--- config.mk ---
export PLATFORM = sky130hd
export DESIGN_NAME = axi_slv_port
export DESIGN_NICKNAME = d
export VERILOG_FILES = /design/src/axi_slv_port_pkg.sv /design/src/axi_slv_port.sv /design/src/axi_slv_rd_path.sv /design/src/axi_slv_wr_path.sv /design/src/axi_chan_fifo.sv
export SDC_FILE = /design/constraint.sdc
export NUM_CORES = 1
export LEC_CHECK = 0
export BUFFER_PORTS_ARGS = -buffer_cell sky130_fd_sc_hd__buf_2
export CAP_MARGIN = 20
export CORE_ASPECT_RATIO = 0.6
export CORE_MARGIN = 1
export CORE_UTILIZATION = 49
export CTS_CLUSTER_DIAMETER = 150
export DETAILED_ROUTE_END_ITERATION = 8
export GPL_ROUTABILITY_DRIVEN = 0
export PLACE_DENSITY = 0.66
export SKIP_LAST_GASP = 1
export SLEW_MARGIN = 20
export SYNTH_ARGS = -nofsm -noshare
export SYNTH_HDL_FRONTEND = slang
export SYNTH_SLANG_ARGS = --single-unit
export TNS_END_PERCENT = 20
--- constraint.sdc ---
create_clock -name i_aclk -period 2.5 [get_ports i_aclk]
set_input_delay 0.75 -clock i_aclk [delete_from_list [all_inputs] [get_ports i_aclk]]
set_output_delay 0.75 -clock i_aclk [all_outputs]
set_load 0.02 [all_outputs]
--- src/axi_slv_port_pkg.sv ---
//////////////////////////////
// Widths, FIFO depth, slave base address and channel payloads
// shared by the slave port stage and its FIFOs
//////////////////////////////

package axi_slv_port_pkg;

    //////////////////////////////
    // Bus widths
    //////////////////////////////

    localparam int ADDR_W = 16;
    localparam int ID_W   = 4;
    localparam int DATA_W = 32;
    localparam int STRB_W = DATA_W / 8;
    localparam int PROT_W = 3;
    localparam int RESP_W = 2;

    // Where this slave sits in the crossbar memory map
    localparam logic [ADDR_W-1:0] SLV_BASE_ADDR = 16'h4000;

    // Depth of every channel FIFO
    localparam int OSTD_REQ_NUM = 4;

    //////////////////////////////
    // Field types
    //////////////////////////////

    typedef logic [ADDR_W-1:0] addr_t;
    typedef logic [ID_W-1:0]   id_t;
    typedef logic [DATA_W-1:0] data_t;
    typedef logic [STRB_W-1:0] strb_t;
    typedef logic [PROT_W-1:0] prot_t;
    typedef logic [RESP_W-1:0] resp_t;

    //////////////////////////////
    // Channel payloads
    //////////////////////////////

    // Write address, 23 bits
    typedef struct packed {
        addr_t addr;
        id_t   id;
        prot_t prot;
    } aw_chan_t;

    // Read address, same layout as AW
    typedef struct packed {
        addr_t addr;
        id_t   id;
        prot_t prot;
    } ar_chan_t;

    // Write data, 36 bits
    typedef struct packed {
        data_t data;
        strb_t strb;
    } w_chan_t;

    // Write response, 6 bits
    typedef struct packed {
        id_t   id;
        resp_t resp;
    } b_chan_t;

    // Read data, 38 bits
    typedef struct packed {
        data_t data;
        resp_t resp;
        id_t   id;
    } r_chan_t;

endpackage
--- src/axi_slv_port.sv ---
//////////////////////////////
// Buffered slave-side port of the crossbar, one AXI4-lite slave
//////////////////////////////

`timescale 1ns/100ps

module axi_slv_port (
    input  logic                     i_aclk,
    input  logic                     i_arst_n,
    // Crossbar side, write
    input  logic                     i_xbar_awvalid,
    output logic                     o_xbar_awready,
    input  axi_slv_port_pkg::addr_t  i_xbar_awaddr,
    input  axi_slv_port_pkg::id_t    i_xbar_awid,
    input  axi_slv_port_pkg::prot_t  i_xbar_awprot,
    input  logic                     i_xbar_wvalid,
    output logic                     o_xbar_wready,
    input  axi_slv_port_pkg::data_t  i_xbar_wdata,
    input  axi_slv_port_pkg::strb_t  i_xbar_wstrb,
    output logic                     o_xbar_bvalid,
    input  logic                     i_xbar_bready,
    output axi_slv_port_pkg::id_t    o_xbar_bid,
    output axi_slv_port_pkg::resp_t  o_xbar_bresp,
    // Crossbar side, read
    input  logic                     i_xbar_arvalid,
    output logic                     o_xbar_arready,
    input  axi_slv_port_pkg::addr_t  i_xbar_araddr,
    input  axi_slv_port_pkg::id_t    i_xbar_arid,
    input  axi_slv_port_pkg::prot_t  i_xbar_arprot,
    output logic                     o_xbar_rvalid,
    input  logic                     i_xbar_rready,
    output axi_slv_port_pkg::data_t  o_xbar_rdata,
    output axi_slv_port_pkg::id_t    o_xbar_rid,
    output axi_slv_port_pkg::resp_t  o_xbar_rresp,
    // Slave side, write
    output logic                     o_slv_awvalid,
    input  logic                     i_slv_awready,
    output axi_slv_port_pkg::addr_t  o_slv_awaddr,
    output axi_slv_port_pkg::id_t    o_slv_awid,
    output axi_slv_port_pkg::prot_t  o_slv_awprot,
    output logic                     o_slv_wvalid,
    input  logic                     i_slv_wready,
    output axi_slv_port_pkg::data_t  o_slv_wdata,
    output axi_slv_port_pkg::strb_t  o_slv_wstrb,
    input  logic                     i_slv_bvalid,
    output logic                     o_slv_bready,
    input  axi_slv_port_pkg::id_t    i_slv_bid,
    input  axi_slv_port_pkg::resp_t  i_slv_bresp,
    // Slave side, read
    output logic                     o_slv_arvalid,
    input  logic                     i_slv_arready,
    output axi_slv_port_pkg::addr_t  o_slv_araddr,
    output axi_slv_port_pkg::id_t    o_slv_arid,
    output axi_slv_port_pkg::prot_t  o_slv_arprot,
    input  logic                     i_slv_rvalid,
    output logic                     o_slv_rready,
    input  axi_slv_port_pkg::data_t  i_slv_rdata,
    input  axi_slv_port_pkg::id_t    i_slv_rid,
    input  axi_slv_port_pkg::resp_t  i_slv_rresp
);

    //////////////////////////////
    // Write and read paths
    //////////////////////////////

    // Port names of both paths match the top level one to one
    axi_slv_wr_path wr_path (.*);

    axi_slv_rd_path rd_path (.*);

endmodule

--- src/axi_slv_rd_path.sv ---
//////////////////////////////
// Read side of the slave port: AR and R FIFOs,
// with the slave base address taken off ARADDR
//////////////////////////////

`timescale 1ns/100ps

module axi_slv_rd_path (
    input  logic                     i_aclk,
    input  logic                     i_arst_n,
    // Crossbar side
    input  logic                     i_xbar_arvalid,
    output logic                     o_xbar_arready,
    input  axi_slv_port_pkg::addr_t  i_xbar_araddr,
    input  axi_slv_port_pkg::id_t    i_xbar_arid,
    input  axi_slv_port_pkg::prot_t  i_xbar_arprot,
    output logic                     o_xbar_rvalid,
    input  logic                     i_xbar_rready,
    output axi_slv_port_pkg::data_t  o_xbar_rdata,
    output axi_slv_port_pkg::id_t    o_xbar_rid,
    output axi_slv_port_pkg::resp_t  o_xbar_rresp,
    // Slave side
    output logic                     o_slv_arvalid,
    input  logic                     i_slv_arready,
    output axi_slv_port_pkg::addr_t  o_slv_araddr,
    output axi_slv_port_pkg::id_t    o_slv_arid,
    output axi_slv_port_pkg::prot_t  o_slv_arprot,
    input  logic                     i_slv_rvalid,
    output logic                     o_slv_rready,
    input  axi_slv_port_pkg::data_t  i_slv_rdata,
    input  axi_slv_port_pkg::id_t    i_slv_rid,
    input  axi_slv_port_pkg::resp_t  i_slv_rresp
);

    import axi_slv_port_pkg::*;

    ar_chan_t ar_in;
    ar_chan_t ar_out;
    r_chan_t  r_in;
    r_chan_t  r_out;
    logic     r_valid;

    //////////////////////////////
    // Read address
    //////////////////////////////

    assign ar_in = '{addr: i_xbar_araddr, id: i_xbar_arid, prot: i_xbar_arprot};

    axi_chan_fifo #(.payload_t(ar_chan_t)) ar_fifo (
        .i_aclk   (i_aclk),
        .i_arst_n (i_arst_n),
        .i_valid  (i_xbar_arvalid),
        .i_data   (ar_in),
        .o_ready  (o_xbar_arready),
        .o_valid  (o_slv_arvalid),
        .o_data   (ar_out),
        .i_ready  (i_slv_arready)
    );

    // Same remap as the write address
    assign o_slv_araddr = ar_out.addr - SLV_BASE_ADDR;
    assign o_slv_arid   = ar_out.id;
    assign o_slv_arprot = ar_out.prot;

    //////////////////////////////
    // Read data
    //////////////////////////////

    assign r_in = '{data: i_slv_rdata, resp: i_slv_rresp, id: i_slv_rid};

    axi_chan_fifo #(.payload_t(r_chan_t)) r_fifo (
        .i_aclk   (i_aclk),
        .i_arst_n (i_arst_n),
        .i_valid  (i_slv_rvalid),
        .i_data   (r_in),
        .o_ready  (o_slv_rready),
        .o_valid  (r_valid),
        .o_data   (r_out),
        .i_ready  (i_xbar_rready)
    );

    // Data goes out as stored, ID and RESP zeroed when empty
    assign o_xbar_rvalid = r_valid;
    assign o_xbar_rdata  = r_out.data;
    assign o_xbar_rid    = r_valid ? r_out.id : '0;
    assign o_xbar_rresp  = r_valid ? r_out.resp : '0;

endmodule

--- src/axi_slv_wr_path.sv ---
//////////////////////////////
// Write side of the slave port: AW, W and B FIFOs,
// with the slave base address taken off AWADDR
//////////////////////////////

`timescale 1ns/100ps

module axi_slv_wr_path (
    input  logic                     i_aclk,
    input  logic                     i_arst_n,
    // Crossbar side
    input  logic                     i_xbar_awvalid,
    output logic                     o_xbar_awready,
    input  axi_slv_port_pkg::addr_t  i_xbar_awaddr,
    input  axi_slv_port_pkg::id_t    i_xbar_awid,
    input  axi_slv_port_pkg::prot_t  i_xbar_awprot,
    input  logic                     i_xbar_wvalid,
    output logic                     o_xbar_wready,
    input  axi_slv_port_pkg::data_t  i_xbar_wdata,
    input  axi_slv_port_pkg::strb_t  i_xbar_wstrb,
    output logic                     o_xbar_bvalid,
    input  logic                     i_xbar_bready,
    output axi_slv_port_pkg::id_t    o_xbar_bid,
    output axi_slv_port_pkg::resp_t  o_xbar_bresp,
    // Slave side
    output logic                     o_slv_awvalid,
    input  logic                     i_slv_awready,
    output axi_slv_port_pkg::addr_t  o_slv_awaddr,
    output axi_slv_port_pkg::id_t    o_slv_awid,
    output axi_slv_port_pkg::prot_t  o_slv_awprot,
    output logic                     o_slv_wvalid,
    input  logic                     i_slv_wready,
    output axi_slv_port_pkg::data_t  o_slv_wdata,
    output axi_slv_port_pkg::strb_t  o_slv_wstrb,
    input  logic                     i_slv_bvalid,
    output logic                     o_slv_bready,
    input  axi_slv_port_pkg::id_t    i_slv_bid,
    input  axi_slv_port_pkg::resp_t  i_slv_bresp
);

    import axi_slv_port_pkg::*;

    aw_chan_t aw_in;
    aw_chan_t aw_out;
    w_chan_t  w_in;
    w_chan_t  w_out;
    b_chan_t  b_in;
    b_chan_t  b_out;
    logic     b_valid;

    //////////////////////////////
    // Write address
    //////////////////////////////

    assign aw_in = '{addr: i_xbar_awaddr, id: i_xbar_awid, prot: i_xbar_awprot};

    axi_chan_fifo #(.payload_t(aw_chan_t)) aw_fifo (
        .i_aclk   (i_aclk),
        .i_arst_n (i_arst_n),
        .i_valid  (i_xbar_awvalid),
        .i_data   (aw_in),
        .o_ready  (o_xbar_awready),
        .o_valid  (o_slv_awvalid),
        .o_data   (aw_out),
        .i_ready  (i_slv_awready)
    );

    // Slave sees offsets from its own base, wraps modulo 2^ADDR_W
    assign o_slv_awaddr = aw_out.addr - SLV_BASE_ADDR;
    assign o_slv_awid   = aw_out.id;
    assign o_slv_awprot = aw_out.prot;

    //////////////////////////////
    // Write data
    //////////////////////////////

    assign w_in = '{data: i_xbar_wdata, strb: i_xbar_wstrb};

    axi_chan_fifo #(.payload_t(w_chan_t)) w_fifo (
        .i_aclk   (i_aclk),
        .i_arst_n (i_arst_n),
        .i_valid  (i_xbar_wvalid),
        .i_data   (w_in),
        .o_ready  (o_xbar_wready),
        .o_valid  (o_slv_wvalid),
        .o_data   (w_out),
        .i_ready  (i_slv_wready)
    );

    assign o_slv_wdata = w_out.data;
    assign o_slv_wstrb = w_out.strb;

    //////////////////////////////
    // Write response
    //////////////////////////////

    assign b_in = '{id: i_slv_bid, resp: i_slv_bresp};

    axi_chan_fifo #(.payload_t(b_chan_t)) b_fifo (
        .i_aclk   (i_aclk),
        .i_arst_n (i_arst_n),
        .i_valid  (i_slv_bvalid),
        .i_data   (b_in),
        .o_ready  (o_slv_bready),
        .o_valid  (b_valid),
        .o_data   (b_out),
        .i_ready  (i_xbar_bready)
    );

    // ID and RESP tied low while nothing is queued
    assign o_xbar_bvalid = b_valid;
    assign o_xbar_bid    = b_valid ? b_out.id : '0;
    assign o_xbar_bresp  = b_valid ? b_out.resp : '0;

endmodule

--- src/axi_chan_fifo.sv ---
//////////////////////////////
// Single-clock valid/ready FIFO for one AXI channel,
// payload chosen per instance through payload_t
//////////////////////////////

`timescale 1ns/100ps

module axi_chan_fifo #(
    parameter type payload_t = logic [7:0],
    parameter int  DEPTH     = axi_slv_port_pkg::OSTD_REQ_NUM
) (
    input  logic     i_aclk,
    input  logic     i_arst_n,
    // Push side
    input  logic     i_valid,
    input  payload_t i_data,
    output logic     o_ready,
    // Pop side
    output logic     o_valid,
    output payload_t o_data,
    input  logic     i_ready
);

    localparam int PTR_W = (DEPTH > 1) ? $clog2(DEPTH) : 1;
    localparam int CNT_W = $clog2(DEPTH + 1);

    localparam logic [PTR_W-1:0] LAST_PTR = PTR_W'(DEPTH - 1);
    localparam logic [CNT_W-1:0] FULL_CNT = CNT_W'(DEPTH);

    payload_t         mem [DEPTH];
    logic [PTR_W-1:0] wr_ptr;
    logic [PTR_W-1:0] rd_ptr;
    logic [CNT_W-1:0] count;
    logic             wr_en;
    logic             rd_en;

    //////////////////////////////
    // Handshakes
    //////////////////////////////

    assign o_ready = (count != FULL_CNT);
    assign o_valid = (count != '0);

    assign wr_en = i_valid & o_ready;
    assign rd_en = o_valid & i_ready;

    // Head entry is shown as soon as it is written
    assign o_data = mem[rd_ptr];

    //////////////////////////////
    // Storage
    //////////////////////////////

    always_ff @(posedge i_aclk or negedge i_arst_n) begin
        if (!i_arst_n) begin
            for (int i = 0; i < DEPTH; i++) begin
                mem[i] <= '0;
            end
        end else if (wr_en) begin
            mem[wr_ptr] <= i_data;
        end
    end

    //////////////////////////////
    // Pointers and occupancy
    //////////////////////////////

    always_ff @(posedge i_aclk or negedge i_arst_n) begin
        if (!i_arst_n) begin
            wr_ptr <= '0;
            rd_ptr <= '0;
        end else begin
            if (wr_en) begin
                wr_ptr <= (wr_ptr == LAST_PTR) ? '0 : wr_ptr + 1'b1;
            end
            if (rd_en) begin
                rd_ptr <= (rd_ptr == LAST_PTR) ? '0 : rd_ptr + 1'b1;
            end
        end
    end

    // Simultaneous push and pop leaves the count unchanged
    always_ff @(posedge i_aclk or negedge i_arst_n) begin
        if (!i_arst_n) begin
            count <= '0;
        end else begin
            case ({wr_en, rd_en})
                2'b10:   count <= count + 1'b1;
                2'b01:   count <= count - 1'b1;
                default: count <= count;
            endcase
        end
    end

endmodule

* After elaboration in Yosys (flattened, before gate mapping)
Cells that the tools add are included.
Operators by class: magnitude comparators 15, equality and inequality tests 25, muxes and demuxes 49, bitwise logic cells 20, reduce and logical (&&, ||, !) cells 15, add/sub/neg operators 22
Operators by type and width (count):
- bitwise mux 92 bit | 2
- bitwise mux 152 bit | 1
- bitwise mux 144 bit | 1
- two-way mux 23 bit | 6
- two-way mux 38 bit | 3
- two-way mux 36 bit | 3
- binary-select mux 23 bit (select 2 bit) | 2
- demux 23 bit (select 2 bit) | 2
- binary-select mux 38 bit (select 2 bit) | 1
- demux 38 bit (select 2 bit) | 1
- binary-select mux 36 bit (select 2 bit) | 1
- demux 36 bit (select 2 bit) | 1
- subtractor 16 x 15 -> 16 bit, second input constant | 2
- equality test 2 bit, second input constant | 15
- greater-or-equal comparator 3 bit, second input constant | 10
- inverter 2 -> 3 bit | 10
- case mux 3 bit (2 select lines) | 5
- bitwise mux 24 bit | 1
- two-way mux 2 bit | 12
- adder 2 x 1 -> 2 bit, second input constant | 10
- two-way mux 6 bit | 3
- adder 3 x 1 -> 3 bit, second input constant | 5
- < comparator 3 x 1 -> 1 bit, second input constant | 5
- inequality test 3 bit, second input constant | 5
- other kinds (9) | 39
Storage, ports and cells: flip-flop bits (word level) 539, input bits 138

* Longest topological paths before layout
Gate-level depths: netlist of the first run.
word-level depth 6, depth in mapped cells 9, mapped depth without buffers 9

* Hierarchy
A second synthesis of the first run with hierarchy kept.
Second synthesis, totals: cell total of the unflattened synthesis 1441, area total of the unflattened synthesis 26068.8 µm²
Modules (own cells, without submodules):
- axi_chan_fifo (rd_path.ar_fifo ...) | seq. area each 2477.4 µm², area each 4845.9 µm², cells each 265, times used 2
- axi_chan_fifo (rd_path.r_fifo) | seq. area each 3978.8 µm², area each 7392.1 µm², cells each 407, times used 1
- axi_chan_fifo (wr_path.w_fifo) | seq. area each 3778.6 µm², area each 7270.7 µm², cells each 388, times used 1
- axi_chan_fifo (wr_path.b_fifo) | seq. area each 775.7 µm², area each 1614.0 µm², cells each 100, times used 1
- axi_slv_rd_path | seq. area each 0.0 µm², area each 50.0 µm², cells each 8, times used 1
- axi_slv_wr_path | seq. area each 0.0 µm², area each 50.0 µm², cells each 8, times used 1

* Worst setup path after synthesis of the first run
Ideal clock, no wire load.
path type register to output, start register rd_path.r_fifo.rd_ptr[0], end output port o_xbar_rdata[23], cell stages (with the launch flop) 4, slack 178 ps, arrival time 1572 ps, buffers on the path 2, cells stage by stage dfrtp_1 -> clkbuf_1 -> buf_1 -> mux4_2
On the way: word-level cells in the longest chain between the ends 4
RTL lines:
- start, declared | RTL line axi_chan_fifo.sv:32 | logic [PTR_W-1:0] rd_ptr;
- start signal, assigned | RTL line axi_chan_fifo.sv:77 | rd_ptr <= (rd_ptr == LAST_PTR) ? '0 : rd_ptr + 1'b1;
- inverter 2 -> 3 bit (not written as such) | RTL line axi_chan_fifo.sv:48 | assign o_data = mem[rd_ptr];
- binary-select mux 38 bit (select 2 bit) | RTL line axi_chan_fifo.sv:48
- two-way mux 38 bit (not written as such) (2 in series) | RTL line axi_chan_fifo.sv:48
- end, declared | RTL line axi_slv_port.sv:32 | output axi_slv_port_pkg::data_t o_xbar_rdata,
Every way passes these cells. The select of a mux whose other input is x is not followed.

* Final worst setup path of the first run
start register rd_path.r_fifo.rd_ptr[0], end output port o_xbar_rid[0]
On the way: word-level cells in the longest chain between the ends 5
RTL lines:
- inverter 2 -> 3 bit (not written as such) | RTL line axi_chan_fifo.sv:48
- binary-select mux 38 bit (select 2 bit) | RTL line axi_chan_fifo.sv:48
- two-way mux 38 bit (not written as such) (2 in series) | RTL line axi_chan_fifo.sv:48
- two-way mux 4 bit | RTL line axi_slv_rd_path.sv:85 | assign o_xbar_rid = r_valid ? r_out.id : '0;
- end, declared | RTL line axi_slv_port.sv:33 | output axi_slv_port_pkg::id_t o_xbar_rid,
Every way passes these cells. The select of a mux whose other input is x is not followed.

==> flow_summary.json, run 1 <==
{
  "outcome": "complete, but fails checks",
  "failed_checks": "negative setup slack",
  "floorplan.die.height_um": 179,
  "hold_viol_final": 0,
  "synth_seq_cells": 539,
  "detail_route.vias_per_cell": 5.38,
  "clock_sinks": 539,
  "clk_transition_reported_paths_ns": 0.06,
  "final_antenna_net_count": 0,
  "final.hold.worst_slack_ns": 0.0399,
  "cellPowerDensity_mw_per_mm2": 1570,
  "tritoncts.num_buffers": 51,
  "drive_above_1_share_pct": 60.8,
  "clk_path_buf_depth": 3,
  "detail_routed_net_length_per_standard_cell_um": 21.8,
  "final_cell_count_no_fill": 2499,
  "timing.max_cap.violations": 0,
  "gr-usage-all-layers_pct": 20.6,
  "cts_tree": "yes",
  "detail_route.drc_violations": 0,
  "wl_um": 54400,
  "floorplan.rows": 64,
  "grt_util_met3_pct": 3.99,
  "busiest_layer_in_global_routing": "met2",
  "netlist_area_mm2": 0.0256,
  "clk_latency_ns": 0.59,
  "commonest_non_fill_non_tap_cell_in_the_layout": "dfrtp_1",
  "die_area_mm2": 0.0533,
  "first_pass_detailed_route_iteration_total": 4,
  "initial_core_util_pct": 49.9,
  "min_path_type": "input pin to asynchronous set/reset pin",
  "dp_cells": 2380,
  "tns_ns": -25.65,
  "overflow": 0,
  "timing.final.ws_setup_ns": -0.276,
  "pin_count": 274,
  "vdd_drop_max_uv": 902,
  "dpl-instance-area_mm2": 0.0279,
  "layout-area-overhead-vs-synth_pct": 18.0,
  "finalSetupViolations": 126,
  "final_max_slew_viols": 0,
  "syn-mean-instance-area_um2": 17.7,
  "finalCritPeriodShare_pct": 111,
  "post_synth_inst_count": 1444,
  "fmax_mhz": 360,
  "post_cts_hold_buffer_count": 0,
  "layout.cells.most_common_list": "dfrtp_1, mux2_4, buf_2, mux2_2, mux4_2",
  "grt_first_pass_wirelength_um": 86300,
  "floorplan.die.width_um": 297,
  "stdcell_area_mm2": 0.0303,
  "worst_ep_arrival_time_ns": 2.03,
  "synth.yosys.warnings": 0,
  "endpoint_kind": "output port",
  "fin_nets": 1932,
  "clock_skew_ns": 0.0160,
  "first_global_vias": 14700,
  "globalRouteMet1Util_pct": 30.7,
  "coreArea_mm2": 0.0513,
  "timing_worst_slew_pin_value_ns": 0.513,
  "setup.worst_path.class": "flip-flop to output port",
  "fillCellCount": 3879,
  "groute.layer.met2.usage_pct": 31.6,
  "seq_area_frac_synth_pct": 52.6,
  "leakage_nw": 13.7,
  "grt_max_degree": 94,
  "dp_hpwl_um": 36400,
  "timing.critical_path.required_ns": 1.75,
  "syn-num-nets": 1617,
  "power_mw": 47.5,
  "rsz0062_at_grt": "yes",
  "min_period_ns": 2.78,
  "root_buffer": "clkbuf_16",
  "place.port_buffers": 273,
  "synth_cell_types": 24,
  "cts-htree-levels": 2,
  "timing.slew.headroom_pct": 65.8,
  "antenna_found_initial": 7,
  "drtIter0Drc": 573,
  "worstSetupStartpointType": "flip-flop",
  "critical_path.max_fanout": 7,
  "vias": 13500
}
==> critical path, cell delays in order, from the launching register on <==
cell and delay, ns:
dfrtp_2 0.41, buf_12 0.16, buf_12 0.11, mux4_2 0.47, and2_4 0.17, buf_6 0.13
==> metal layers <==
metal	wire length (um)	part of all wire, %
met5	13	0.024
met3	2260	4.2
met4	846	1.6
met1	26100	48
met2	25200	46
==> path summary, 6_finish.rpt <==
path,from,to,slack (ns),depth (start not counted)
worst max-delay path,rd_path.r_fifo.rd_ptr[0],o_xbar_rid[0],-0.28,5
worst min-delay path,i_arst_n,wr_path.aw_fifo.mem[69],0.04,1
worst max register to register,wr_path.b_fifo.count[0],wr_path.b_fifo.count[2],0.30,8
worst min register to register,wr_path.b_fifo.mem[11],wr_path.b_fifo.mem[11],0.48,1
max in group asynchronous,i_arst_n,rd_path.r_fifo.mem[45],1.60,3
min in group i_aclk,i_slv_bid[3],wr_path.b_fifo.mem[23],0.44,2
==> through the flow <==
| stage | worst slack (ns) | utilization, % |
|---|---|---|
| after floorplan | 0.178 | - |
| after global placement | 0.247 | 54.3 |
| after detailed placement | 0.213 | 54.3 |
| after CTS | -0.310 | 58.6 |
| after global routing | -0.352 | 58.9 |
| final | -0.276 | 58.9 |
==> cells by family after synthesis <==
| group | count (synthesis) | synth area share, % |
|---|---|---|
| mux | 652 | 39.4 |
| xor+xnor | 17 | 0.581 |
| compound gates | 3 | 0.0586 |
| simple gates | 70 | 1.66 |
| buf+inv | 128 | 3.77 |
| flops | 539 | 52.6 |
| fa+ha+maj | 35 | 1.86 |
==> timing repair <==
item                                    4_1_cts  5_1_grt
buffers inserted                             12        1
resized for setup                            79       45
endpoints found under the setup margin      127      131
gates cloned                                  5        2
pin swaps                                     0        1
==> where the power goes <==
group          internal [mW]  total, mW  switching, mW
Sequential              13.3       16.0           2.76
Clock                   4.54       7.92           3.38
Combinational           13.8       23.6           9.81
==> state kept, by name, summed over array words and instances (netlist names) <==
name and count:
wr_path.b_fifo.rd_ptr 2, wr_path.aw_fifo.wr_ptr 2, wr_path.w_fifo.count 3, rd_path.ar_fifo.mem 92, rd_path.ar_fifo.wr_ptr 2, rd_path.r_fifo.count 3
wr_path.aw_fifo.count 3, wr_path.aw_fifo.rd_ptr 2, wr_path.aw_fifo.mem 92, rd_path.r_fifo.mem 152, wr_path.b_fifo.mem 24, wr_path.w_fifo.mem 144
rd_path.r_fifo.rd_ptr 2, rd_path.ar_fifo.rd_ptr 2, wr_path.w_fifo.rd_ptr 2, rd_path.r_fifo.wr_ptr 2, wr_path.b_fifo.wr_ptr 2, rd_path.ar_fifo.count 3
wr_path.b_fifo.count 3, wr_path.w_fifo.wr_ptr 2
==> cells in the mapped netlist (all sizes together) <==
master,n,share of area (%)
dfrtp,539,53
ha,30,1.5
or3,5,0.12
nor2,15,0.22
nand2,11,0.16
inv,30,0.44
xor2,10,0.34
fa,5,0.39
o21ai,3,0.059
and3,20,0.64
buf,78,3.0
mux2,524,28
mux4,126,11
or3b,5,0.17
xnor2,7,0.24
clkbuf,20,0.29
and2,14,0.34
mux2i,2,0.078
==> area by class of cell <==
cell class              instances  area [um^2]  area share (%)
repair buffers                360         2860            9.45
multi-input cells             777        11200            37.0
clock inverters                19          214           0.707
flip-flops and latches        539        13500            44.6
diodes                          6         15.0          0.0496
inverters                      30          113           0.372
clock buffers                  75         1490            4.91
well taps                     693          867            2.87
Power figures use the tool's default switching activity.
==> inputs of run 2 (changes only) <==
Settings changed: ABC_CLOCK_PERIOD_IN_PS from default to 2500, CORE_UTILIZATION 49 to 35, PLACE_DENSITY 0.66 to 0.5.
==> run 2 against run 1 <==
Against the previous run: the run still ends with negative setup slack left; worst hold slack improved by 0.36 ns; clock power rose by 5.2%; sequential power barely moved; sequential cell count did not move; cell count rose by 12%; sequential share of layout area fell by 0.52 points; clock skew rose by 0.0038 ns; combinational power fell by 2%; largest cell class unchanged; first-iteration DRC count rose by 8.0%.
==> flow_summary.json, run 2 (synthesized netlist as in run 1, its figures left out) <==
{
  "outcome": "complete, but fails checks",
  "failed_checks": "negative setup slack",
  "postLayoutCoreUtil_pct": 42.5,
  "final_antenna_net_count": 0,
  "finalSetupViolations": 127,
  "first_global_vias": 14900,
  "floorplan.die.height_um": 212,
  "layout-area-overhead-vs-synth_pct": 19.4,
  "worstSetupStartpointType": "flip-flop",
  "rr_startpoint": "rd_path.r_fifo.count[0]",
  "wl_um": 57100,
  "clock_sinks": 539,
  "min_period_ns": 2.84,
  "overflow": 0,
  "drive_above_1_share_pct": 60.6,
  "power.combinational.fraction_pct": 48.7,
  "finalCritPeriodShare_pct": 114,
  "min_path_type": "input pin to flip-flop",
  "seq_power_share_pct": 33.8,
  "r2r_cells": 8,
  "clk_latency_ns": 0.62,
  "cts-htree-levels": 2,
  "rsz0062_at_grt": "yes",
  "clk_transition_reported_paths_ns": 0.06,
  "vdd_drop_max_uv": 1020,
  "timing.max_cap.violations": 0,
  "floorplan.die.width_um": 351,
  "timing.critical_path.required_ns": 1.75,
  "largest_register_ffs": 152,
  "setup.worst_path.class": "flip-flop to output port",
  "detail_route.vias_per_cell": 4.81,
  "internal_power_mw": 31.4,
  "pin_count": 274,
  "detail_routed_net_length_per_standard_cell_um": 20.4,
  "first_pass_detailed_route_iteration_total": 4,
  "endpoint_kind": "output port",
  "clk_path_buf_depth": 3,
  "dp_hpwl_um": 38000,
  "fin_nets": 1942,
  "net-switching-power_mw": 16.1,
  "final.hold.worst_slack_ns": 0.401,
  "timing.slew.headroom_pct": 69.8,
  "cellPowerDensity_mw_per_mm2": 1550,
  "endpoint": "o_xbar_rdata[26]",
  "grt_first_pass_wirelength_um": 90900,
  "coreArea_mm2": 0.0721,
  "share_clk_of_total_power_pct": 17.6,
  "critical_path.reg2reg.endpoint": "rd_path.r_fifo.count[2]",
  "critical_path.max_fanout": 7,
  "net_switching_share_of_the_total_power_pct": 33.8,
  "final_max_slew_viols": 0,
  "leakage_nw": 13.7,
  "detail_route.drc_violations": 0,
  "tritoncts.num_buffers": 54,
  "clock_skew_ns": 0.0198,
  "timing.final.ws_setup_ns": -0.343,
  "root_buffer": "clkbuf_16",
  "die_area_mm2": 0.0743,
  "reg.largest.list": "rd_path.r_fifo.mem (152), wr_path.w_fifo.mem (144)",
  "drtIter0Drc": 619,
  "timing_worst_slew_pin_value_ns": 0.453,
  "place.port_buffers": 273,
  "hold_viol_final": 0,
  "commonest_non_fill_non_tap_cell_in_the_layout": "dfrtp_1",
  "gr-usage-all-layers_pct": 15.7,
  "antenna_found_initial": 6,
  "setup.worst_path.start": "rd_path.r_fifo.rd_ptr[0]",
  "timing.reg2reg.setup_slack_ns": 0.21,
  "vias": 13400,
  "cts_tree": "yes",
  "initial_core_util_pct": 35.6,
  "max_flop_register": "rd_path.r_fifo.mem",
  "worst_ep_arrival_time_ns": 2.09,
  "floorplan.rows": 76,
  "grt_max_degree": 74,
  "layout.cells.most_common_list": "dfrtp_1, mux2_4, buf_2, mux2_2, mux4_2",
  "fmax_mhz": 352
}
run 2: cell types whose count changed in the layout (fill, tap and decap cells not counted), moves of 3 or more:
cell	previous run	this run
clkbuf_1	12	18
diode_2	6	2
buf_16	4	0
buf_2	225	237
buf_4	45	53
buf_6	50	39
inv_6	3	0
run 2: worst min path at each step:
stage,endpoint,slack [ns],startpoint,depth (start not counted)
after floorplan,rd_path.ar_fifo.count[0],0.45,i_arst_n,0
final,wr_path.w_fifo.mem[110],0.40,i_xbar_wstrb[2],2
after global placement,rd_path.r_fifo.count[2],0.46,rd_path.r_fifo.count[2],1
after CTS,wr_path.w_fifo.mem[82],0.34,i_xbar_wdata[6],2
after global routing,wr_path.w_fifo.mem[102],0.36,i_xbar_wdata[26],2
after detailed placement,wr_path.w_fifo.count[2],0.46,wr_path.w_fifo.count[2],1
run 2: what timing repair did:
action                                  4_1_cts  5_1_grt
hold buffers                                  1        0
buffers inserted                              8        6
cloned                                        1        1
hold endpoints to repair                      2        0
gates resized for setup                      45       52
endpoints found under the setup margin      131      132
pin swaps                                     2        0
run 2: cell type report:
cell class / count / area, um^2
Clock inverter: 18 / 253
Clock buffer: 82 / 1560
Sequential cell: 539 / 13500
Tap cell: 975 / 1220
Multi-Input combinational cell: 777 / 11200
Antenna cell: 2 / 5.00
Timing Repair Buffer: 367 / 2760
Fill cell: 6563 / 41500
Inverter: 30 / 113
run 2: per-layer routing:
layer	part of all wire [%]	up-vias	GRT usage (%)
met5	0.060	-	0
met4	1.7	4	3.60
met3	4.3	79	3.14
met2	44	199	23.0
met1	50	7189	23.7
li1	-	5938	-
run 2: power by group through the flow:
stage | registers [mW] | logic, mW | clock network, mW
2_1_floorplan | 14.9 | 17.2 | 0
3_3_place_gp | 16.0 | 21.7 | 0
3_5_place_dp | 16.0 | 22.1 | 0
4_1_cts | 16.0 | 22.8 | 8.65
5_1_grt | 16.6 | 24.7 | 9.03
6_report | 16.0 | 23.1 | 8.33
run 2: worst max-delay path, stage by stage, from the launching register on:
cell	delay (ns)
dfrtp_2	0.45
buf_4	0.17
clkbuf_16	0.17
mux4_2	0.51
buf_2	0.18
run 2: metrics by stage:
step	TNS [ns]	instance area, um^2	setup WS, ns	cells	power (mW)
CTS	-41.11	30400	-0.391	2782	47.5
finish	-30.57	30600	-0.343	2790	47.5
global placement	0	28300	0.211	2672	37.8
detailed placement	0	28300	0.207	2672	38.1
global route	-43.46	30600	-0.415	2788	50.3
floorplan	0	25600	0.178	1444	32.1
==> inputs of run 3 (changes only) <==
Settings changed: CORE_UTILIZATION 35 to 51, PLACE_DENSITY 0.5 to 0.69.
==> run 3 against run 2 <==
Against the previous run: the run still ends with negative setup slack left; setup slack better by 0.053 ns; design area down 1.7%; maximum frequency up 1.9%; worst hold slack worse by 0.34 ns; core utilization up 18 points; critical endpoint is now o_xbar_rdata[9]; largest power group unchanged; highest routed layer unchanged.
==> flow_summary.json, run 3 (synthesized netlist as in run 1, its figures left out) <==
{
  "final_max_slew_viols": 0,
  "outcome": "complete, but fails checks",
  "tns_ns": -23.80,
  "largest_register_ffs": 152,
  "floorplan.rows": 63,
  "clk_path_buf_depth": 3,
  "clock_skew_ns": 0.0185,
  "cts_tree": "yes",
  "reg.largest.list": "rd_path.r_fifo.mem (152), wr_path.w_fifo.mem (144)",
  "pin_count": 274,
  "setup.worst_path.class": "flip-flop to output port",
  "place.port_buffers": 273,
  "timing.critical_path.required_ns": 1.75,
  "commonest_non_fill_non_tap_cell_in_the_layout": "dfrtp_1",
  "rsz0062_at_grt": "yes",
  "cts-htree-levels": 2,
  "drive_above_1_share_pct": 60.5,
  "endpoint_kind": "output port",
  "critical_path.reg2reg.endpoint": "wr_path.b_fifo.count[2]",
  "path_depth": 4,
  "finalSetupViolations": 126,
  "dp_hpwl_um": 35700,
  "cp_common_cell": "buf_6",
  "vdd_drop_max_uv": 877,
  "floorplan.die.width_um": 291,
  "timing.final.ws_setup_ns": -0.290,
  "layout-area-overhead-vs-synth_pct": 17.5,
  "setup.worst_path.start": "rd_path.r_fifo.rd_ptr[0]",
  "post_cts_hold_buffer_count": 0,
  "root_buffer": "clkbuf_16",
  "failed_checks": "negative setup slack",
  "final.hold.worst_slack_ns": 0.0653,
  "clk_latency_ns": 0.58,
  "gr-usage-all-layers_pct": 21.3,
  "timing.reg2reg.setup_slack_ns": 0.26,
  "min_path_type": "input pin to asynchronous set/reset pin",
  "min_period_ns": 2.79,
  "fin_nets": 1931,
  "cellPowerDensity_mw_per_mm2": 1560,
  "endpoint": "o_xbar_rdata[9]",
  "final_antenna_net_count": 0,
  "rr_startpoint": "wr_path.b_fifo.count[0]",
  "postLayoutCoreUtil_pct": 60.8,
  "critical_path.max_stage_delay_ns": 0.54,
  "fmax_mhz": 358,
  "cp_max_delay_cell": "mux4_2",
  "critical_path_cell_by_cell": "buf_6 -> buf_12 -> mux4_2 -> buf_6",
  "overflow": 0,
  "first_pass_detailed_route_iteration_total": 4,
  "coreArea_mm2": 0.0495,
  "power_mw": 47.0,
  "drtIter0Drc": 648,
  "finalCritPeriodShare_pct": 112,
  "r2r_cells": 8,
  "timing.slew.headroom_pct": 71.4,
  "tritoncts.num_buffers": 51,
  "critical_path.max_fanout": 6,
  "pre_cts_slack_ns": 0.144,
  "leakage_nw": 13.7,
  "hold_viol_final": 0,
  "critPathTopFamily": "multiplexers",
  "floorplan.die.height_um": 176,
  "grt_first_pass_wirelength_um": 86700,
  "worstSetupStartpointType": "flip-flop",
  "detail_routed_net_length_per_standard_cell_um": 22.0,
  "wl_um": 53900,
  "die_area_mm2": 0.0512,
  "max_flop_register": "rd_path.r_fifo.mem",
  "initial_core_util_pct": 51.8,
  "timing.max_cap.violations": 0,
  "timing.critical_path.buf_inv": 3,
  "antenna_found_initial": 7,
  "clock_sinks": 539,
  "detail_route.vias_per_cell": 5.46,
  "layout.cells.most_common_list": "dfrtp_1, mux2_4, buf_2, mux2_2, mux4_2",
  "grt_max_degree": 66,
  "vias": 13400,
  "clk_transition_reported_paths_ns": 0.06,
  "worst_ep_arrival_time_ns": 2.04,
  "detail_route.drc_violations": 0,
  "timing_worst_slew_pin_value_ns": 0.429,
  "first_global_vias": 14700
}
-- run 3: cell types whose count changed in the layout (fill, tap and decap cells not counted), moves of 2 or more --
| cell | change |
|---|---|
| buf_4 | -10 |
| buf_16 | +2 |
| clkinvlp_4 | +3 |
| buf_8 | -2 |
| clkbuf_1 | -7 |
| inv_8 | -2 |
| clkinv_8 | -2 |
| clkbuf_8 | +2 |
| buf_2 | -2 |
-- run 3: repair_timing --
item	4_1_cts	5_1_grt
cloned	2	3
resized for setup	30	60
endpoints found under the setup margin	127	129
setup buffers	5	6
-- run 3: metal layers --
layer	wire length [um]	track usage (%)	up-vias
met4	971	5.00	2
met1	24800	30.6	7199
met2	26300	34.3	200
met3	1810	3.62	69
li1	-	-	5890
met5	13	0	-
-- run 3: area by class of cell --
type | count | area (um^2)
antenna | 2 | 5.00
clock buffer | 76 | 1530
clock inverter | 16 | 165
fill | 3646 | 19400
inverter | 30 | 113
multi-input combinational | 777 | 11200
sequential | 539 | 13500
tap | 650 | 813
timing repair buffer | 359 | 2780
-- run 3: how the worst min path moves through the flow --
| stage | slack, ns | startpoint | endpoint |
|---|---|---|---|
| 3_5_place_dp | 0.47 | rd_path.ar_fifo.count[2] | rd_path.ar_fifo.count[2] |
| 5_1_grt | 0.06 | i_arst_n | wr_path.aw_fifo.wr_ptr[1] |
| 2_1_floorplan | 0.45 | i_arst_n | rd_path.ar_fifo.count[0] |
| 4_1_cts | 0.06 | i_arst_n | wr_path.aw_fifo.wr_ptr[1] |
| 3_3_place_gp | 0.46 | rd_path.ar_fifo.count[2] | rd_path.ar_fifo.count[2] |
| 6_report | 0.07 | i_arst_n | wr_path.aw_fifo.wr_ptr[1] |
-- run 3: report_power, final --
part / total (mW) / internal [mW] / switching, mW
logic: 23.1 / 13.4 / 9.72
clock network: 7.89 / 4.54 / 3.35
registers: 16.0 / 13.3 / 2.70
total: 47.0 / 31.2 / 15.8
-- run 3: metrics by stage --
| stage | area, um^2 | std cells |
|---|---|---|
| floorplan | 25600 | 1444 |
| global placement | 27900 | 2339 |
| detailed placement | 27900 | 2339 |
| CTS | 29800 | 2438 |
| global route | 30100 | 2449 |
| finish | 30100 | 2449 |
-- run 3: worst reg2reg max path: cells and delay by family, from the launching register on --
kind,cells,cell delay [ns]
flip-flops,1,0.42
buffers and inverters,1,0.07
adder cells (fa/ha/maj),2,0.59
XOR/XNOR,2,0.30
AND/OR/NAND/NOR,3,0.79
